$ cat config.mk
export PLATFORM = sky130hd
export DESIGN_NAME = apb_periph_top
export DESIGN_NICKNAME = d
export VERILOG_FILES = /design/src/common/apb_pkg.sv /design/src/common/periph_pkg.sv /design/src/apb_splitter/onehot_mux.sv /design/src/apb_splitter/apb_splitter.sv /design/src/verilog/apb_addr_decoder.sv /design/src/verilog/scratch_regs.sv /design/src/timer/apb_timer.sv /design/src/verilog/apb_periph_top.sv
export SDC_FILE = /design/constraint.sdc
export NUM_CORES = 1
export LEC_CHECK = 0
export BUFFER_PORTS_ARGS = -buffer_cell sky130_fd_sc_hd__buf_2
export CAP_MARGIN = 20
export CORE_MARGIN = 5
export CORE_UTILIZATION = 46
export CTS_BUF_LIST = sky130_fd_sc_hd__clkbuf_8
export DETAILED_ROUTE_END_ITERATION = 8
export HOLD_SLACK_MARGIN = 0.12
export SKIP_LAST_GASP = 1
export SLEW_MARGIN = 5
export SYNTH_ARGS = -nofsm -noshare
export SYNTH_HDL_FRONTEND = slang
export SYNTH_HIERARCHICAL = 1
export SYNTH_SLANG_ARGS = --single-unit
$ cat constraint.sdc
create_clock -name clk -period 3.7 [get_ports clk]
set_input_delay 0.74 -clock clk [delete_from_list [all_inputs] [get_ports clk]]
set_output_delay 0.74 -clock clk [all_outputs]
set_load 0.02 [all_outputs]
$ cat src/common/apb_pkg.sv
// ********************
// APB bus package
// Bus widths, completer count and the address map
// ********************

`default_nettype none

package apb_pkg;

	// ********************
	// Bus widths
	// ********************
	localparam int addr_width = 12;
	localparam int data_width = 32;

	// Low address bits that select a register inside one window
	localparam int offset_width = 8;

	// ********************
	// Completers
	// ********************
	localparam int num_slaves = 2;
	localparam int slave_scratch = 0;
	localparam int slave_timer = 1;

	// ********************
	// Address map
	// ********************
	// Each completer owns one window of 0x100 bytes
	localparam logic [addr_width-1:0] scratch_base = 12'h000;
	localparam logic [addr_width-1:0] timer_base = 12'h100;
	localparam logic [addr_width-1:0] window_size = 12'h100;
	// Everything from 0x200 upward decodes to no completer

endpackage

`default_nettype wire

$ cat src/common/periph_pkg.sv
// ********************
// Peripheral package
// Register offsets of the scratch bank and the timer
// Timer control word layout
// ********************

`default_nettype none

package periph_pkg;

	// ********************
	// Scratch bank
	// ********************
	localparam int scratch_words = 4;
	localparam logic [apb_pkg::offset_width-1:0] scratch_off_0 = 8'h00;
	localparam logic [apb_pkg::offset_width-1:0] scratch_off_1 = 8'h04;
	localparam logic [apb_pkg::offset_width-1:0] scratch_off_2 = 8'h08;
	localparam logic [apb_pkg::offset_width-1:0] scratch_off_3 = 8'h0C;

	// ********************
	// Timer
	// ********************
	localparam logic [apb_pkg::offset_width-1:0] reg_ctrl = 8'h00;
	localparam logic [apb_pkg::offset_width-1:0] reg_compare = 8'h04;
	// Read only
	localparam logic [apb_pkg::offset_width-1:0] reg_count = 8'h08;
	// Match flag, write 1 to clear
	localparam logic [apb_pkg::offset_width-1:0] reg_status = 8'h0C;
	localparam int status_match_bit = 0;

	// Control word as raw bus data or as fields
	// Reserved bits always read as zero
	typedef union packed
	{
		logic [apb_pkg::data_width-1:0] raw;
		struct packed
		{
			logic [15:0] rsvd_31_16;
			logic [7:0] prescale;
			logic [4:0] rsvd_7_3;
			logic irq_en;
			logic auto_reload;
			logic enable;
		} fields;
	} timer_ctrl_u;

endpackage

`default_nettype wire

$ cat src/apb_splitter/onehot_mux.sv
// ********************
// One-hot multiplexer
// Picks one of num_data words by a one-hot select
// ********************

`timescale 1ns/100ps
`default_nettype none

module onehot_mux
#(
	parameter int data_bits = 32,
	parameter int num_data = 2
)
(
	// Word i sits at bits [i*data_bits +: data_bits]
	input wire [data_bits*num_data-1:0] data_list,
	input wire [num_data-1:0] select,
	output logic [data_bits-1:0] data_out
);

	// OR of all selected words
	// Empty select gives zero
	always_comb
	begin
		data_out = '0;
		for (int i = 0; i < num_data; i++)
		begin
			if (select[i])
			begin
				data_out = data_out | data_list[i*data_bits +: data_bits];
			end
		end
	end

endmodule

`default_nettype wire

$ cat src/apb_splitter/apb_splitter.sv
// ********************
// APB splitter
// Fans one requester out to the completers
// Merges read data, ready and error back into one reply
// ********************

`timescale 1ns/100ps
`default_nettype none

module apb_splitter
(
	// Requester side
	input wire psel,
	input wire penable,
	input wire [apb_pkg::addr_width-1:0] paddr,
	input wire pwrite,
	input wire [apb_pkg::data_width-1:0] pwdata,
	output logic [apb_pkg::data_width-1:0] prdata,
	output logic pready,
	output logic pslverr,

	// From the address decoder
	input wire [apb_pkg::num_slaves-1:0] slave_sel,

	// Completer side
	output logic [apb_pkg::num_slaves-1:0] slv_psel,
	output logic slv_penable,
	output logic [apb_pkg::addr_width-1:0] slv_paddr,
	output logic slv_pwrite,
	output logic [apb_pkg::data_width-1:0] slv_pwdata,
	input wire [apb_pkg::num_slaves*apb_pkg::data_width-1:0] slv_prdata,
	input wire [apb_pkg::num_slaves-1:0] slv_pready,
	input wire [apb_pkg::num_slaves-1:0] slv_pslverr
);

	logic mux_pready;

	// ********************
	// Request path
	// ********************
	// Only the addressed completer sees psel
	assign slv_psel = psel ? slave_sel : '0;

	// Shared request signals go to every completer
	assign slv_penable = penable;
	assign slv_paddr = paddr;
	assign slv_pwrite = pwrite;
	assign slv_pwdata = pwdata;

	// ********************
	// Response path
	// ********************
	onehot_mux
	#(
		.data_bits(apb_pkg::data_width),
		.num_data(apb_pkg::num_slaves)
	)
	i_rdata_mux
	(
		.data_list(slv_prdata),
		.select(slave_sel),
		.data_out(prdata)
	);

	onehot_mux
	#(
		.data_bits(1),
		.num_data(apb_pkg::num_slaves)
	)
	i_ready_mux
	(
		.data_list(slv_pready),
		.select(slave_sel),
		.data_out(mux_pready)
	);

	// Unmapped accesses give zero here
	onehot_mux
	#(
		.data_bits(1),
		.num_data(apb_pkg::num_slaves)
	)
	i_slverr_mux
	(
		.data_list(slv_pslverr),
		.select(slave_sel),
		.data_out(pslverr)
	);

	// Unmapped address answers ready at once so the bus never hangs
	always_comb
	begin
		pready = 1'b0;
		if (psel)
		begin
			if (slave_sel == '0)
			begin
				pready = 1'b1;
			end
			else
			begin
				pready = mux_pready;
			end
		end
	end

endmodule

`default_nettype wire

$ cat src/verilog/apb_addr_decoder.sv
// ********************
// APB address decoder
// Maps the bus address onto a one-hot completer select
// ********************

`timescale 1ns/100ps
`default_nettype none

module apb_addr_decoder
(
	input wire [apb_pkg::addr_width-1:0] paddr,
	output logic [apb_pkg::num_slaves-1:0] slave_sel
);

	// True when addr falls inside the window starting at base
	function automatic logic in_window
	(
		input logic [apb_pkg::addr_width-1:0] addr,
		input logic [apb_pkg::addr_width-1:0] base
	);
		logic [apb_pkg::addr_width-1:0] rel;
		rel = addr - base;
		return (addr >= base) && (rel < apb_pkg::window_size);
	endfunction

	// Windows do not overlap so at most one bit is set
	always_comb
	begin
		slave_sel = '0;
		if (in_window(paddr, apb_pkg::scratch_base))
		begin
			slave_sel[apb_pkg::slave_scratch] = 1'b1;
		end
		if (in_window(paddr, apb_pkg::timer_base))
		begin
			slave_sel[apb_pkg::slave_timer] = 1'b1;
		end
		// No match leaves the select all zero
	end

endmodule

`default_nettype wire

$ cat src/verilog/scratch_regs.sv
// ********************
// Scratch register bank
// Four read/write words with zero wait states
// ********************

`timescale 1ns/100ps
`default_nettype none

module scratch_regs
(
	input wire clk,
	input wire rst_n,
	input wire psel,
	input wire penable,
	input wire [apb_pkg::addr_width-1:0] paddr,
	input wire pwrite,
	input wire [apb_pkg::data_width-1:0] pwdata,
	output logic [apb_pkg::data_width-1:0] prdata,
	output logic pready,
	output logic pslverr
);

	logic access;
	logic [apb_pkg::offset_width-1:0] offset;
	logic [periph_pkg::scratch_words-1:0] word_hit;
	logic [apb_pkg::data_width-1:0] scratch_mem [periph_pkg::scratch_words];

	// Access phase of our own transfer
	assign access = psel & penable;

	// Word aligned offset inside the window
	assign offset = {paddr[apb_pkg::offset_width-1:2], 2'b00};

	// One-hot word decode
	// Offsets at 0x10 and above hit nothing
	always_comb
	begin
		word_hit = '0;
		case (offset)
			periph_pkg::scratch_off_0: word_hit[0] = 1'b1;
			periph_pkg::scratch_off_1: word_hit[1] = 1'b1;
			periph_pkg::scratch_off_2: word_hit[2] = 1'b1;
			periph_pkg::scratch_off_3: word_hit[3] = 1'b1;
			default: word_hit = '0;
		endcase
	end

	// Never stalls
	assign pready = 1'b1;
	assign pslverr = access & ~(|word_hit);

	// Read data only while we are addressed, zero otherwise
	always_comb
	begin
		prdata = '0;
		if (access && !pwrite)
		begin
			for (int i = 0; i < periph_pkg::scratch_words; i++)
			begin
				if (word_hit[i])
				begin
					prdata = scratch_mem[i];
				end
			end
		end
	end

	// Write lands on the completing edge
	always_ff @(posedge clk or negedge rst_n)
	begin
		if (!rst_n)
		begin
			for (int i = 0; i < periph_pkg::scratch_words; i++)
			begin
				scratch_mem[i] <= '0;
			end
		end
		else if (access && pwrite)
		begin
			for (int i = 0; i < periph_pkg::scratch_words; i++)
			begin
				if (word_hit[i])
				begin
					scratch_mem[i] <= pwdata;
				end
			end
		end
	end

endmodule

`default_nettype wire

$ cat src/timer/apb_timer.sv
// ********************
// APB interval timer
// Prescaled counter with compare, auto reload and interrupt
// Every access takes one wait state
// ********************

`timescale 1ns/100ps
`default_nettype none

module apb_timer
(
	input wire clk,
	input wire rst_n,
	input wire psel,
	input wire penable,
	input wire [apb_pkg::addr_width-1:0] paddr,
	input wire pwrite,
	input wire [apb_pkg::data_width-1:0] pwdata,
	output logic [apb_pkg::data_width-1:0] prdata,
	output logic pready,
	output logic pslverr,
	output logic irq
);

	periph_pkg::timer_ctrl_u ctrl;
	periph_pkg::timer_ctrl_u wr_view;
	periph_pkg::timer_ctrl_u ctrl_wdata;
	logic [apb_pkg::data_width-1:0] compare;
	logic [apb_pkg::data_width-1:0] count;
	logic [7:0] presc_cnt;
	logic status_match;
	logic wait_flag;
	logic access;
	logic wr_done;
	logic tick;
	logic hit;
	logic sel_ctrl;
	logic sel_compare;
	logic sel_status;
	logic bad_write;
	logic [apb_pkg::offset_width-1:0] offset;
	logic [apb_pkg::data_width-1:0] reg_rdata;

	// ********************
	// Bus side
	// ********************
	assign access = psel & penable;
	assign offset = paddr[apb_pkg::offset_width-1:0];

	// Low in the first access cycle and high in the second
	assign pready = wait_flag;
	assign wr_done = access & wait_flag & pwrite & ~bad_write;

	// Register decode and read mux
	always_comb
	begin
		sel_ctrl = 1'b0;
		sel_compare = 1'b0;
		sel_status = 1'b0;
		bad_write = 1'b0;
		reg_rdata = '0;
		case (offset)
			periph_pkg::reg_ctrl:
			begin
				sel_ctrl = 1'b1;
				reg_rdata = ctrl.raw;
			end
			periph_pkg::reg_compare:
			begin
				sel_compare = 1'b1;
				reg_rdata = compare;
			end
			// Count is read only
			periph_pkg::reg_count:
			begin
				bad_write = 1'b1;
				reg_rdata = count;
			end
			periph_pkg::reg_status:
			begin
				sel_status = 1'b1;
				reg_rdata[periph_pkg::status_match_bit] = status_match;
			end
			default: bad_write = 1'b1;
		endcase
	end

	assign prdata = (access && !pwrite) ? reg_rdata : '0;
	assign pslverr = access & pwrite & bad_write;

	// Keep only the defined control fields
	always_comb
	begin
		wr_view.raw = pwdata;
		ctrl_wdata.raw = '0;
		ctrl_wdata.fields.enable = wr_view.fields.enable;
		ctrl_wdata.fields.auto_reload = wr_view.fields.auto_reload;
		ctrl_wdata.fields.irq_en = wr_view.fields.irq_en;
		ctrl_wdata.fields.prescale = wr_view.fields.prescale;
	end

	// ********************
	// Counter
	// ********************
	// One tick every prescale+1 clocks while enabled
	assign tick = ctrl.fields.enable & (presc_cnt == ctrl.fields.prescale);
	assign hit = (count == compare);

	always_ff @(posedge clk or negedge rst_n)
	begin
		if (!rst_n)
		begin
			wait_flag <= 1'b0;
			ctrl.raw <= '0;
			compare <= '0;
		end
		else
		begin
			wait_flag <= access & ~wait_flag;
			if (wr_done && sel_ctrl)
			begin
				ctrl <= ctrl_wdata;
			end
			if (wr_done && sel_compare)
			begin
				compare <= pwdata;
			end
		end
	end

	always_ff @(posedge clk or negedge rst_n)
	begin
		if (!rst_n)
		begin
			presc_cnt <= '0;
			count <= '0;
			status_match <= 1'b0;
		end
		else
		begin
			if (!ctrl.fields.enable || tick)
			begin
				presc_cnt <= '0;
			end
			else
			begin
				presc_cnt <= presc_cnt + 8'd1;
			end
			// Wrap to zero on match only in auto reload mode
			if (tick)
			begin
				count <= (hit && ctrl.fields.auto_reload) ? '0 : count + 1'b1;
			end
			// A new match wins over a clear in the same cycle
			if (tick && hit)
			begin
				status_match <= 1'b1;
			end
			else if (wr_done && sel_status && pwdata[periph_pkg::status_match_bit])
			begin
				status_match <= 1'b0;
			end
		end
	end

	assign irq = status_match & ctrl.fields.irq_en;

endmodule

`default_nettype wire

$ cat src/verilog/apb_periph_top.sv
// ********************
// APB peripheral block
// Decoder and splitter in front of scratch bank and timer
// ********************

`timescale 1ns/100ps
`default_nettype none

module apb_periph_top
(
	input wire clk,
	input wire rst_n,
	input wire psel,
	input wire penable,
	input wire [apb_pkg::addr_width-1:0] paddr,
	input wire pwrite,
	input wire [apb_pkg::data_width-1:0] pwdata,
	output logic [apb_pkg::data_width-1:0] prdata,
	output logic pready,
	output logic pslverr,
	output logic irq
);

	localparam int dw = apb_pkg::data_width;

	logic [apb_pkg::num_slaves-1:0] slave_sel;
	logic [apb_pkg::num_slaves-1:0] slv_psel;
	logic slv_penable;
	logic [apb_pkg::addr_width-1:0] slv_paddr;
	logic slv_pwrite;
	logic [dw-1:0] slv_pwdata;
	logic [apb_pkg::num_slaves*dw-1:0] slv_prdata;
	logic [apb_pkg::num_slaves-1:0] slv_pready;
	logic [apb_pkg::num_slaves-1:0] slv_pslverr;

	apb_addr_decoder i_decoder
	(
		.paddr(paddr),
		.slave_sel(slave_sel)
	);

	apb_splitter i_splitter
	(
		.psel(psel),
		.penable(penable),
		.paddr(paddr),
		.pwrite(pwrite),
		.pwdata(pwdata),
		.prdata(prdata),
		.pready(pready),
		.pslverr(pslverr),
		.slave_sel(slave_sel),
		.slv_psel(slv_psel),
		.slv_penable(slv_penable),
		.slv_paddr(slv_paddr),
		.slv_pwrite(slv_pwrite),
		.slv_pwdata(slv_pwdata),
		.slv_prdata(slv_prdata),
		.slv_pready(slv_pready),
		.slv_pslverr(slv_pslverr)
	);

	// Completer slots follow the package indices
	scratch_regs i_scratch
	(
		.clk(clk),
		.rst_n(rst_n),
		.psel(slv_psel[apb_pkg::slave_scratch]),
		.penable(slv_penable),
		.paddr(slv_paddr),
		.pwrite(slv_pwrite),
		.pwdata(slv_pwdata),
		.prdata(slv_prdata[apb_pkg::slave_scratch*dw +: dw]),
		.pready(slv_pready[apb_pkg::slave_scratch]),
		.pslverr(slv_pslverr[apb_pkg::slave_scratch])
	);

	apb_timer i_timer
	(
		.clk(clk),
		.rst_n(rst_n),
		.psel(slv_psel[apb_pkg::slave_timer]),
		.penable(slv_penable),
		.paddr(slv_paddr),
		.pwrite(slv_pwrite),
		.pwdata(slv_pwdata),
		.prdata(slv_prdata[apb_pkg::slave_timer*dw +: dw]),
		.pready(slv_pready[apb_pkg::slave_timer]),
		.pslverr(slv_pslverr[apb_pkg::slave_timer]),
		.irq(irq)
	);

endmodule

`default_nettype wire

* Yosys cells after proc, flatten, opt, wreduce, memory -nomap -nowiden
Cells that the tools add are included.
Cells by class: add/sub/neg operators 3, mux-type cells 31, order comparisons 4, bitwise gates (word level) 16, eq/ne operators 8, reduce and logical (&&, ||, !) cells 24
Operators by type and width (count):
- 32-bit 2-to-1 mux | 9
- 31-bit one-hot mux with 3 select lines | 1
- 32-bit by 1-bit adder with 32-bit output, second input constant | 1
- 32-bit equality test | 1
- 32-bit OR | 1
- 12-bit by 9-bit less-than comparator with 1-bit output, second input constant | 2
- 1-bit 2-to-1 mux | 18
- 8-bit by 4-bit equality test with 1-bit output, second input constant | 2
- 8-bit zero test | 2
- 6-bit by 2-bit equality test with 1-bit output, second input constant | 2
- 12-bit by 1-bit greater-or-equal comparator with 1-bit output, second input constant | 1
- 12-bit by 9-bit greater-or-equal comparator with 1-bit output, second input constant | 1
- 12-bit by 9-bit subtractor with 12-bit output, second input constant | 1
- 1-bit bitwise AND | 11
- 1-bit logical AND | 11
- 8-bit by 1-bit adder with 8-bit output, second input constant | 1
- 8-bit by 3-bit equality test with 1-bit output, second input constant | 1
- 8-bit equality test | 1
- 8-bit 2-to-1 mux | 1
- 2-bit AND reduction | 4
- 6-bit by 1-bit equality test with 1-bit output, second input constant | 1
- 1-bit one-hot mux with 4 select lines | 1
- 4-bit OR reduction | 1
- 3-bit OR reduction | 1
- other kinds (7) | 10
Word-level totals: input port bits 49, bits in registers 213, logic and storage cells 96, output and inout port bits 35

* Longest topological paths before layout
Gate-level depths: netlist of run 1.
depth after elaboration 13, mapped depth 8, mapped depth without buffers 7

* Cells and area by module
The synthesis of run 1 kept the hierarchy.
By module, submodules not included:
- scratch_regs | cells an instance 358, area an instance 5910.7 um2, instances 1, seq. area each 3203.1 um2
- apb_timer | cells an instance 484, area an instance 4921.0 um2, instances 1, seq. area each 2127.0 um2
- apb_splitter | cells an instance 50, area an instance 370.4 um2, instances 1, seq. area each 0.0 um2
- onehot_mux at i_splitter.i_rdata_mux | cells an instance 38, area an instance 350.3 um2, instances 1, seq. area each 0.0 um2
- apb_addr_decoder | cells an instance 2, area an instance 27.5 um2, instances 1, seq. area each 0.0 um2
- onehot_mux at i_splitter.i_ready_mux ... | cells an instance 1, area an instance 8.8 um2, instances 2, seq. area each 0.0 um2

* Worst setup path after synthesis of run 1
Ideal clock, no wire load.
kind input to output, start point input port paddr[11] (netlist name), end point output port prdata[30] (netlist name), required time 2960 ps, arrival time 2727 ps, cell stages on the path 8, setup slack 233 ps, path buffers 1, path through nor4b_2 and2_1 nand2_1 or3_1 a21o_1 clkbuf_1 nor2_1 a22o_1
On the way: word-level cells in the longest chain between the ends 10, elaborated cells on any way between the ends 19, classes of those cells add/sub (1); order compare (4); mux (7); bitwise (3); reduce/logical (4)
RTL lines:
- from (decl) | line apb_periph_top.sv:15 | input wire [apb_pkg::addr_width-1:0] paddr,
- 12-bit by 9-bit subtractor with 12-bit output | line apb_addr_decoder.sv:22 | rel = addr - base;
- 12-bit by 9-bit less-than comparator with 1-bit output | line apb_addr_decoder.sv:23 | return (addr >= base) && (rel < apb_pkg::window_size);
- 1-bit logical AND (*) | line apb_addr_decoder.sv:23
- 1-bit 2-to-1 mux (*) | line apb_addr_decoder.sv:34 | if (in_window(paddr, apb_pkg::timer_base))
- 2-bit 2-to-1 mux (*) | line apb_splitter.sv:42 | assign slv_psel = psel ? slave_sel : '0;
- net slv_psel (one bit) | line apb_periph_top.sv:27 | logic [apb_pkg::num_slaves-1:0] slv_psel;
- 1-bit bitwise AND (*) | line apb_timer.sv:47 | assign access = psel & penable;
- 1-bit logical AND (*) | line apb_timer.sv:88 | assign prdata = (access && !pwrite) ? reg_rdata : '0;
- 32-bit 2-to-1 mux (*) | line apb_timer.sv:88
- net slv_prdata (one bit) | line apb_periph_top.sv:32 | logic [apb_pkg::num_slaves*dw-1:0] slv_prdata;
- 32-bit OR (*) | line onehot_mux.sv:30 | data_out = data_out | data_list[i*data_bits +: data_bits];
- 32-bit 2-to-1 mux (*) | line onehot_mux.sv:28 | if (select[i])
- to (decl) | line apb_periph_top.sv:18 | output logic [apb_pkg::data_width-1:0] prdata,
Mark *: on every way through the listed nets, which the timed path passes. The rest lies on a longest branch.

* Final worst setup path of run 1
start point input port paddr[5] (netlist name), end point output port prdata[29] (netlist name)
On the way: word-level cells in the longest chain between the ends 10, elaborated cells on any way between the ends 35, classes of those cells add/sub (1); order compare (4); eq/ne (5); mux (16); bitwise (3); reduce/logical (6)
RTL lines (line):
- 12-bit by 9-bit subtractor with 12-bit output | apb_addr_decoder.sv:22
- 12-bit by 9-bit less-than comparator with 1-bit output | apb_addr_decoder.sv:23
- 1-bit logical AND | apb_addr_decoder.sv:23
- 1-bit 2-to-1 mux | apb_addr_decoder.sv:34
- 2-bit 2-to-1 mux | apb_splitter.sv:42
- 1-bit bitwise AND | apb_timer.sv:47
- 1-bit logical AND | apb_timer.sv:88
- 32-bit 2-to-1 mux (*) | apb_timer.sv:88
- net slv_prdata (one bit) | apb_periph_top.sv:32
- 32-bit OR (*) | onehot_mux.sv:30
- 32-bit 2-to-1 mux (*) | onehot_mux.sv:28
Marks and branches as above.

==> impl_summary.md, run 1 <==
Clock tree
For the worst-skew pair, the clock arrives at the later sink with an insertion delay of between 0.5 and 0.6 ns. The root buffer selected by CTS is clkbuf_8. Counting the buffers created by CTS gives 39. The longest clock path from root to sink contains 3 buffers. The clock-pin slew reported for the worst setup and hold paths after clock tree synthesis is about 0.060 ns. The number of sinks driven by the clock tree is between 200 and 250. The number of setup buffers added after CTS is 0.

The H-tree was split into 2 levels. TritonCTS built the clock tree.

Critical path
The cell family contributing the most delay on the critical path is simple AND/OR/NAND/NOR gates. At the worst endpoint, the arrival time is 2.67 ns. The count of buffer and inverter cells on the critical path is 4.

The largest fanout on the critical path is 16. STA classifies the critical path endpoint as an output pin. The delay of the slowest cell on the worst path is approximately 0.36 ns.

The required time at the worst-slack endpoint is roughly 3 ns. The signal on the critical path passes through buf_2 -> nor4_2 -> nand2_1 -> buf_4 -> or3_1 -> a21o_1 -> buf_12 -> nor2_1 -> a22o_1 -> buf_2. The standard cell with the maximum stage delay on the critical path is or3_1. Across all register-to-register paths, the minimum setup slack is around 1.2 ns. By startpoint and endpoint, the worst setup path is classified as in -> out. By instance count, the cell type seen most on the critical path is buf_2.

The worst setup path is launched from an input pin.

Place
The congestion estimate from routability-driven global placement came to slightly above 0.8. Once placement finished, the instance area stood at 12000 µm². Buffers placed on the I/O ports in this run total just over 80.

The estimated wirelength of the detail-placed design is between 15000 and 20000 µm.

Global route
The first global-routing pass estimated ~45000 µm of wire. The number of antenna violations at the first check in global routing is 0. After global routing the overflow that remains totals 0. The largest net degree at the start of global routing is 82.

For this run, the total global-route usage over all layers was measured as 0.200. The number of global-route vias before repair is about 7900.

Logic synthesis
The area of the mapped netlist is roughly 12000 µm². Synthesis produced 930 cells. The warning count from the yosys run is 6. The number of nets handed over by synthesis was between 900 and 1000. In this run the mean area of a mapped cell was 12.4 µm².

Hold path
The class of the most critical hold timing path is in -> async.

STA
Between clock sinks in the finished design, the worst skew comes to 0.0225 ns. Measured against its own limit, the worst slew margin works out to 0.444. The final count of pins violating max slew is 0. At the pin with the least slew margin, the transition time is 0.834 ns. The sum of negative setup slack is 0 ns. Static timing analysis puts the maximum clock frequency at just under 300 MHz. Setup repair after global routing left no endpoint under its margin. The minimum clock period after layout is 3.41 ns.

The setup-violating endpoint count in the final report is 0. In the finished design, the share of the clock period the worst path needs comes to 0.922. The total count of hold-check failures in the final report is 0.

Drt
The number of DRC markers after the initial detailed-route iteration is between 400 and 500. The first TritonRoute pass finished after 5 iterations. In the routed design, unresolved DRC markers number 0. After detailed routing, the number of vias per cell comes to between 5 and 6. In the final routing, the length of wire on met1 measures 13100 µm. The total wire length is between 20000 and 30000 µm.

Routed signal wires occupy layers up through met4. The number of antenna-violating nets in the routed design is 0. The final route contains roughly 7400 vias.

The met3 wirelength from detailed routing is 1210 µm. The wire length on met2 is about 13000 µm. In the final routed layout, each cell accounts on average for 21.0 µm.

Final layout
Of the cells placed in the final design, the portion with a size suffix greater than 1 is 0.391. The number of inserted diodes is 0. Summing all multi-input logic gate instances after layout gives ~5600 µm². The net count of the finished layout is around 1000. The cell area after layout is roughly 13000 µm².

The area growth from synthesis to layout is 11.0%. The footprint of the flip-flops and latches is between 5000 and 6000 µm². The total of fill cells in the finished design is 2253.

Pwr
The internal power is approximately 3700 µW. For this design the total switching power over the nets is between 1000 and 1500 µW. The worst-case IR drop observed on VDD is slightly below 400 µV.

The combinational group share of total power is 0.040. The total leakage power is ~0.006 µW. The switching share of power is 0.235. The proportion of power drawn by the clock network is 0.478. The power per cell area is between 300 and 400 nW/µm². The share of total power dissipated in sequential elements is 0.482.

Job
Max-cap violations in this run came to 0.

Die
The initial standard-cell utilization of the core is 0.463. The core area is ~25000 µm². The area enclosed by the die boundary is about 28000 µm².

For this design the top-level I/O count stands at 84. The die width is approximately 170 µm. The vertical extent of the die is 169 µm.

The floorplan row count is 58.

Run status
The run finished with clean final reports.
path summary, 6_finish.rpt:
kind | from | end | cells after the start
worst min-delay path | rst_n | i_scratch/scratch_mem[104]$_DFFE_PN0P_ | 1
max in group asynchronous | rst_n | i_timer/compare[9]$_DFFE_PN0P_ | 2
min in group clk | i_scratch/scratch_mem[8]$_DFFE_PN0P_ | i_scratch/scratch_mem[8]$_DFFE_PN0P_ | 1
worst max register to register | i_timer/presc_cnt[0]$_DFF_PN0_ | i_timer/count[3]$_DFFE_PN0P_ | 8
worst max-delay path | paddr[5] | prdata[29] | 10
worst min register to register | i_scratch/scratch_mem[8]$_DFFE_PN0P_ | i_scratch/scratch_mem[8]$_DFFE_PN0P_ | 1
through the flow:
| step | worst slack [ns] | total power (µW) | hold slack, ns | util | std cells |
|---|---|---|---|---|---|
| 5_1_grt | 0.0557 | 5050 | 0.227 | 0.514 | 1335 |
| 4_1_cts | 0.196 | 4920 | 0.203 | 0.514 | 1335 |
| 3_5_place_dp | 0.204 | 2580 | 0.471 | 0.482 | 1267 |
| 3_3_place_gp | 0.276 | 2580 | 0.469 | 0.482 | 1267 |
| 2_1_floorplan | 0.233 | 2490 | 0.423 | - | 930 |
| 6_report | 0.289 | 4850 | 0.188 | 0.514 | 1335 |
per-layer routing:
| layer | GRT usage | vias up |
|---|---|---|
| met5 | 0 | - |
| met4 | 0.0483 | 0 |
| met3 | 0.0346 | 33 |
| met2 | 0.319 | 157 |
| met1 | 0.287 | 3842 |
| li1 | - | 3407 |
area by class of cell:
cell class | count | share of cell area
Clock buffer | 48 | 0.0515
Sequential cell | 213 | 0.415
Multi-Input combinational cell | 606 | 0.434
Tap cell | 330 | 0.0322
Timing Repair Buffer | 111 | 0.0536
Clock inverter | 20 | 0.0112
Inverter | 7 | 0.00205
power groups by stage:
| stage | Clock, µW | Combinational (µW) | Sequential, µW |
|---|---|---|---|
| 6_report | 2320 | 192 | 2340 |
| 5_1_grt | 2500 | 215 | 2340 |
| 4_1_cts | 2380 | 197 | 2340 |
| 3_5_place_dp | 0 | 198 | 2380 |
| 3_3_place_gp | 0 | 197 | 2380 |
| 2_1_floorplan | 0 | 113 | 2380 |
sequential cells by signal, summed over array words and instances (netlist names):
signal                 cells
i_scratch/scratch_mem    128
i_timer/compare           32
i_timer/count             32
i_timer/ctrl              11
i_timer/presc_cnt          8
i_timer/pready             1
i_timer/status_match       1
worst register-to-register path: cells and delay by family (launching register included):
kind | cells | cell delay, ns
and+or+nand+nor | 4 | 1.25
DFF | 1 | 0.44
xor gates and xnor gates | 1 | 0.18
buffers and inverters | 2 | 0.43
AOI/OAI and AO/OA | 1 | 0.08
cells in the final DEF, fill, tap and decap left out, drive strengths merged, types with 12 or more instances in the layout:
master and instances:
clkbuf 48, nor2 80, mux4 33, a21oi 14
buf 111, inv 18, a22oi 21, nand2 22
a22o 34, mux2 171, nor3 14, nand4 13
xor2 16, nor4 12, dfrtp 213, nand3 24
xnor2 50, nor2b 36
what timing repair did:
item | CTS | global route
hold buffers | 0 | 0
resized for setup | 0 | 1
setup endpoints to repair | 0 | 6
No activity file was read; power rests on OpenSTA's default activity.
==> inputs of run 2 (changes only) <==
--- a/config.mk
+++ b/config.mk
@@ -12,6 +12,7 @@
 export CTS_BUF_LIST = sky130_fd_sc_hd__clkbuf_8
 export DETAILED_ROUTE_END_ITERATION = 8
 export HOLD_SLACK_MARGIN = 0.12
+export PLACE_DENSITY = 0.75
 export SKIP_LAST_GASP = 1
 export SLEW_MARGIN = 5
 export SYNTH_ARGS = -nofsm -noshare
==> impl_summary.md, run 2 (synthesized netlist as in run 1, its figures left out) <==
Run status
The run finished with clean final reports.

Die
The area enclosed by the die boundary is 28400 µm². The vertical extent of the die is ~170 µm. The initial standard-cell utilization of the core is 0.463. The die width is between 150 and 200 µm. The I/O pin count is 84. The total area inside the core boundary comes to 25000 µm².

The floorplan row count is slightly below 60.

Pwr
The share of total power dissipated in combinational logic is 0.042. Of the total power, the clock network draws 0.458. For this design the total switching power over the nets is approximately 1100 µW. The switching share of power is 0.238. IR analysis of the VDD net gives a maximum drop of about 270 µV. Power comes to 4680 µW. The sequential group share of total power is 0.500. The internal power is between 3000 and 4000 µW. The power per cell area is ~370 nW/µm². For this design the static power due to leakage is 0.00608 µW.

Clock tree
The number of buffers added by the clock tree synthesis step is 36. CTS built an H-tree with a depth of 2. The tree is rooted in a clkbuf_8. No sink is reached through more buffers than the 3 on the longest clock path. The clock-pin slew reported for the worst setup and hold paths after clock tree synthesis is ~0.07 ns. The latest clock arrival within the worst-skew pair is 0.53 ns.

The buffer count from post-CTS setup fixing is 0. TritonCTS built the clock tree. The clock net in this run drives a total of roughly 210 sinks. The count of hold-fix buffers inserted at cts is 0.

Final layout
The total area of multi-input combinational cells is 5570 µm². The layout has 2166 filler cells. In the final design database the tool counted a little over 1000 nets. The area growth from synthesis to layout is 10.4%. The library cell used most frequently in the layout, excluding fill and tap cells, is dfrtp_1. The flip-flop count of the largest register after layout is roughly 130. The number of inserted diodes is 0. The fraction of layout instances using a drive strength above 1 is 0.387. At the end of the flow the core is filled with cells to 0.511. In the final layout, the registers with the most flip-flops are i_scratch/scratch_mem x128, i_timer/compare x32, i_timer/count x32. The library cells used most frequently in the layout, excluding fill and tap cells, are 213 x dfrtp_1, 123 x mux2_2, 82 x buf_2, 78 x nor2_1, 50 x xnor2_1.

The sequential cells in the finished layout cover a total of ~5300 µm². The register with the most flip-flops in the final layout is i_scratch/scratch_mem.

Global route
The number of global-route vias before repair is around 8000. The first global-routing pass estimated around 44000 µm of wire. The number of antenna violations at the first check in global routing is 0. The total overflow left after global routing is 0.

Entering global routing, the biggest net connects 88 pins. In the global route stage, overall resource usage came out at 0.190.

Drt
After detailed routing, the average wire length per cell comes to a little over 20 µm. The routed design has ~27000 µm of wire. The met3 wirelength from detailed routing is between 1000 and 1500 µm. The highest metal layer with signal wires is met4.

The number of antenna-violating nets in the routed design is 0. The first-pass iteration count of the detailed router is 5. The post-route DRC violation count is 0. In the detailed route, the total length drawn on met2 is between 10000 and 15000 µm. The average vias per placed instance is between 5 and 6. After the first detailed-routing iteration, the DRC count stood at 520. For this block, wires on met1 add up to 11700 µm.

The vias after detailed routing is 7559.

Critical path
The startpoint type of the worst setup path is an input pin. The number of cells on the worst reg-to-reg path is 7. The delay of the slowest cell on the worst path is between 0.4 and 0.5 ns. The required time at the worst-slack endpoint is 2.96 ns.

The largest individual stage delay along the critical path comes from the cell a21o_2. The endpoint class of the critical path is an output pin. At the worst endpoint, the arrival time is 2.67 ns.

The signal on the critical path passes through buf_2 -> nor4b_4 -> and2_1 -> nand2_1 -> or3_1 -> a21o_2 -> nor2_1 -> a22o_1 -> buf_2. In this run the worst path has a maximum fanout of 21. Among the stages of the critical path, the cell type that occurs most often is buf_2.

By startpoint and endpoint, the worst setup path is classified as in -> out.

STA
The routed design could run at a clock period as short as about 3.4 ns. The sum of negative setup slack is 0 ns. The setup-violating endpoint count in the final report is 0.

The worst pin sits at a relative slew slack of 0.433. The total count of hold-check failures in the final report is 0. The fraction of the cycle the final worst path needs is 0.921.

Setup repair after global routing left no endpoint under its margin. Derived from the worst setup path, the maximum achievable clock frequency is 294 MHz. The worst-margin pin slew is roughly 0.85 ns. The final count of pins violating max slew is 0. The final worst clock skew is ~0.019 ns.

Job
The number of maximum-capacitance constraint violations is 0.

Place
The congestion estimate from routability-driven global placement came to between 0.8 and 0.9. The estimated wirelength of the detail-placed design is 18600 µm. During placement, the flow inserted port buffers numbering 83.

Hold path
The class of the most critical hold timing path is in -> async.
run 2: cell count changes in the layout (fill, tap and decap cells not counted), sizes merged:
cell / change
buf: -1
bufinv: -2
clkbuf: +1
clkinv: -7
clkinvlp: +2
inv: +3
run 2: what timing repair did:
action,in CTS,in global routing
endpoints found under the setup margin,0,2
gates resized for setup,0,1
endpoints found under the hold margin,0,0
run 2: final cells by class:
class | instances | area share
multi-input combinational | 606 | 0.437
clock buffer | 48 | 0.0517
sequential | 213 | 0.417
inverter | 7 | 0.00206
timing repair buffer | 111 | 0.0536
clock inverter | 16 | 0.00627
tap | 330 | 0.0323
run 2: metal layers:
layer,up-vias,GRT usage
met1,3935,0.256
li1,3383,-
met4,0,0.0632
met2,198,0.317
met3,43,0.0311
met5,-,0
run 2: per-stage QoR:
step	std cells	cell area (µm²)	worst slack, ns	hold slack [ns]
final	1331	12800	0.293	0.254
after floorplan	930	11600	0.233	0.423
after CTS	1331	12800	0.157	0.282
after global placement	1267	12000	0.268	0.464
after global routing	1331	12800	0.169	0.299
after detailed placement	1267	12000	0.172	0.469
run 2: path summary, 6_finish.rpt:
path                                                           to  slack (ns)                                  from
setup / recovery                                       prdata[23]        0.29                             paddr[11]
hold / removal             i_scratch/scratch_mem[121]$_DFFE_PN0P_        0.25                                 rst_n
setup reg to reg                    i_timer/count[15]$_DFFE_PN0P_        1.14        i_timer/presc_cnt[0]$_DFF_PN0_
hold reg to reg              i_scratch/scratch_mem[9]$_DFFE_PN0P_        0.48  i_scratch/scratch_mem[9]$_DFFE_PN0P_
max in group asynchronous   i_scratch/scratch_mem[50]$_DFFE_PN0P_        2.52                                 rst_n
min in group clk             i_scratch/scratch_mem[9]$_DFFE_PN0P_        0.48  i_scratch/scratch_mem[9]$_DFFE_PN0P_
run 2: critical path: cells and delay by family:
family	cells	cell delay [ns]
AND/OR/NAND/NOR	5	1.08
AO/OA/AOI/OAI	2	0.55
buffers and inverters	2	0.30
run 2: power by group through the flow:
stage | combinational (µW) | sequential, µW | clock, µW
after CTS | 200 | 2340 | 2180
after global placement | 196 | 2380 | 0
after floorplan | 113 | 2380 | 0
after global routing | 217 | 2340 | 2300
after detailed placement | 199 | 2380 | 0
final | 197 | 2340 | 2140
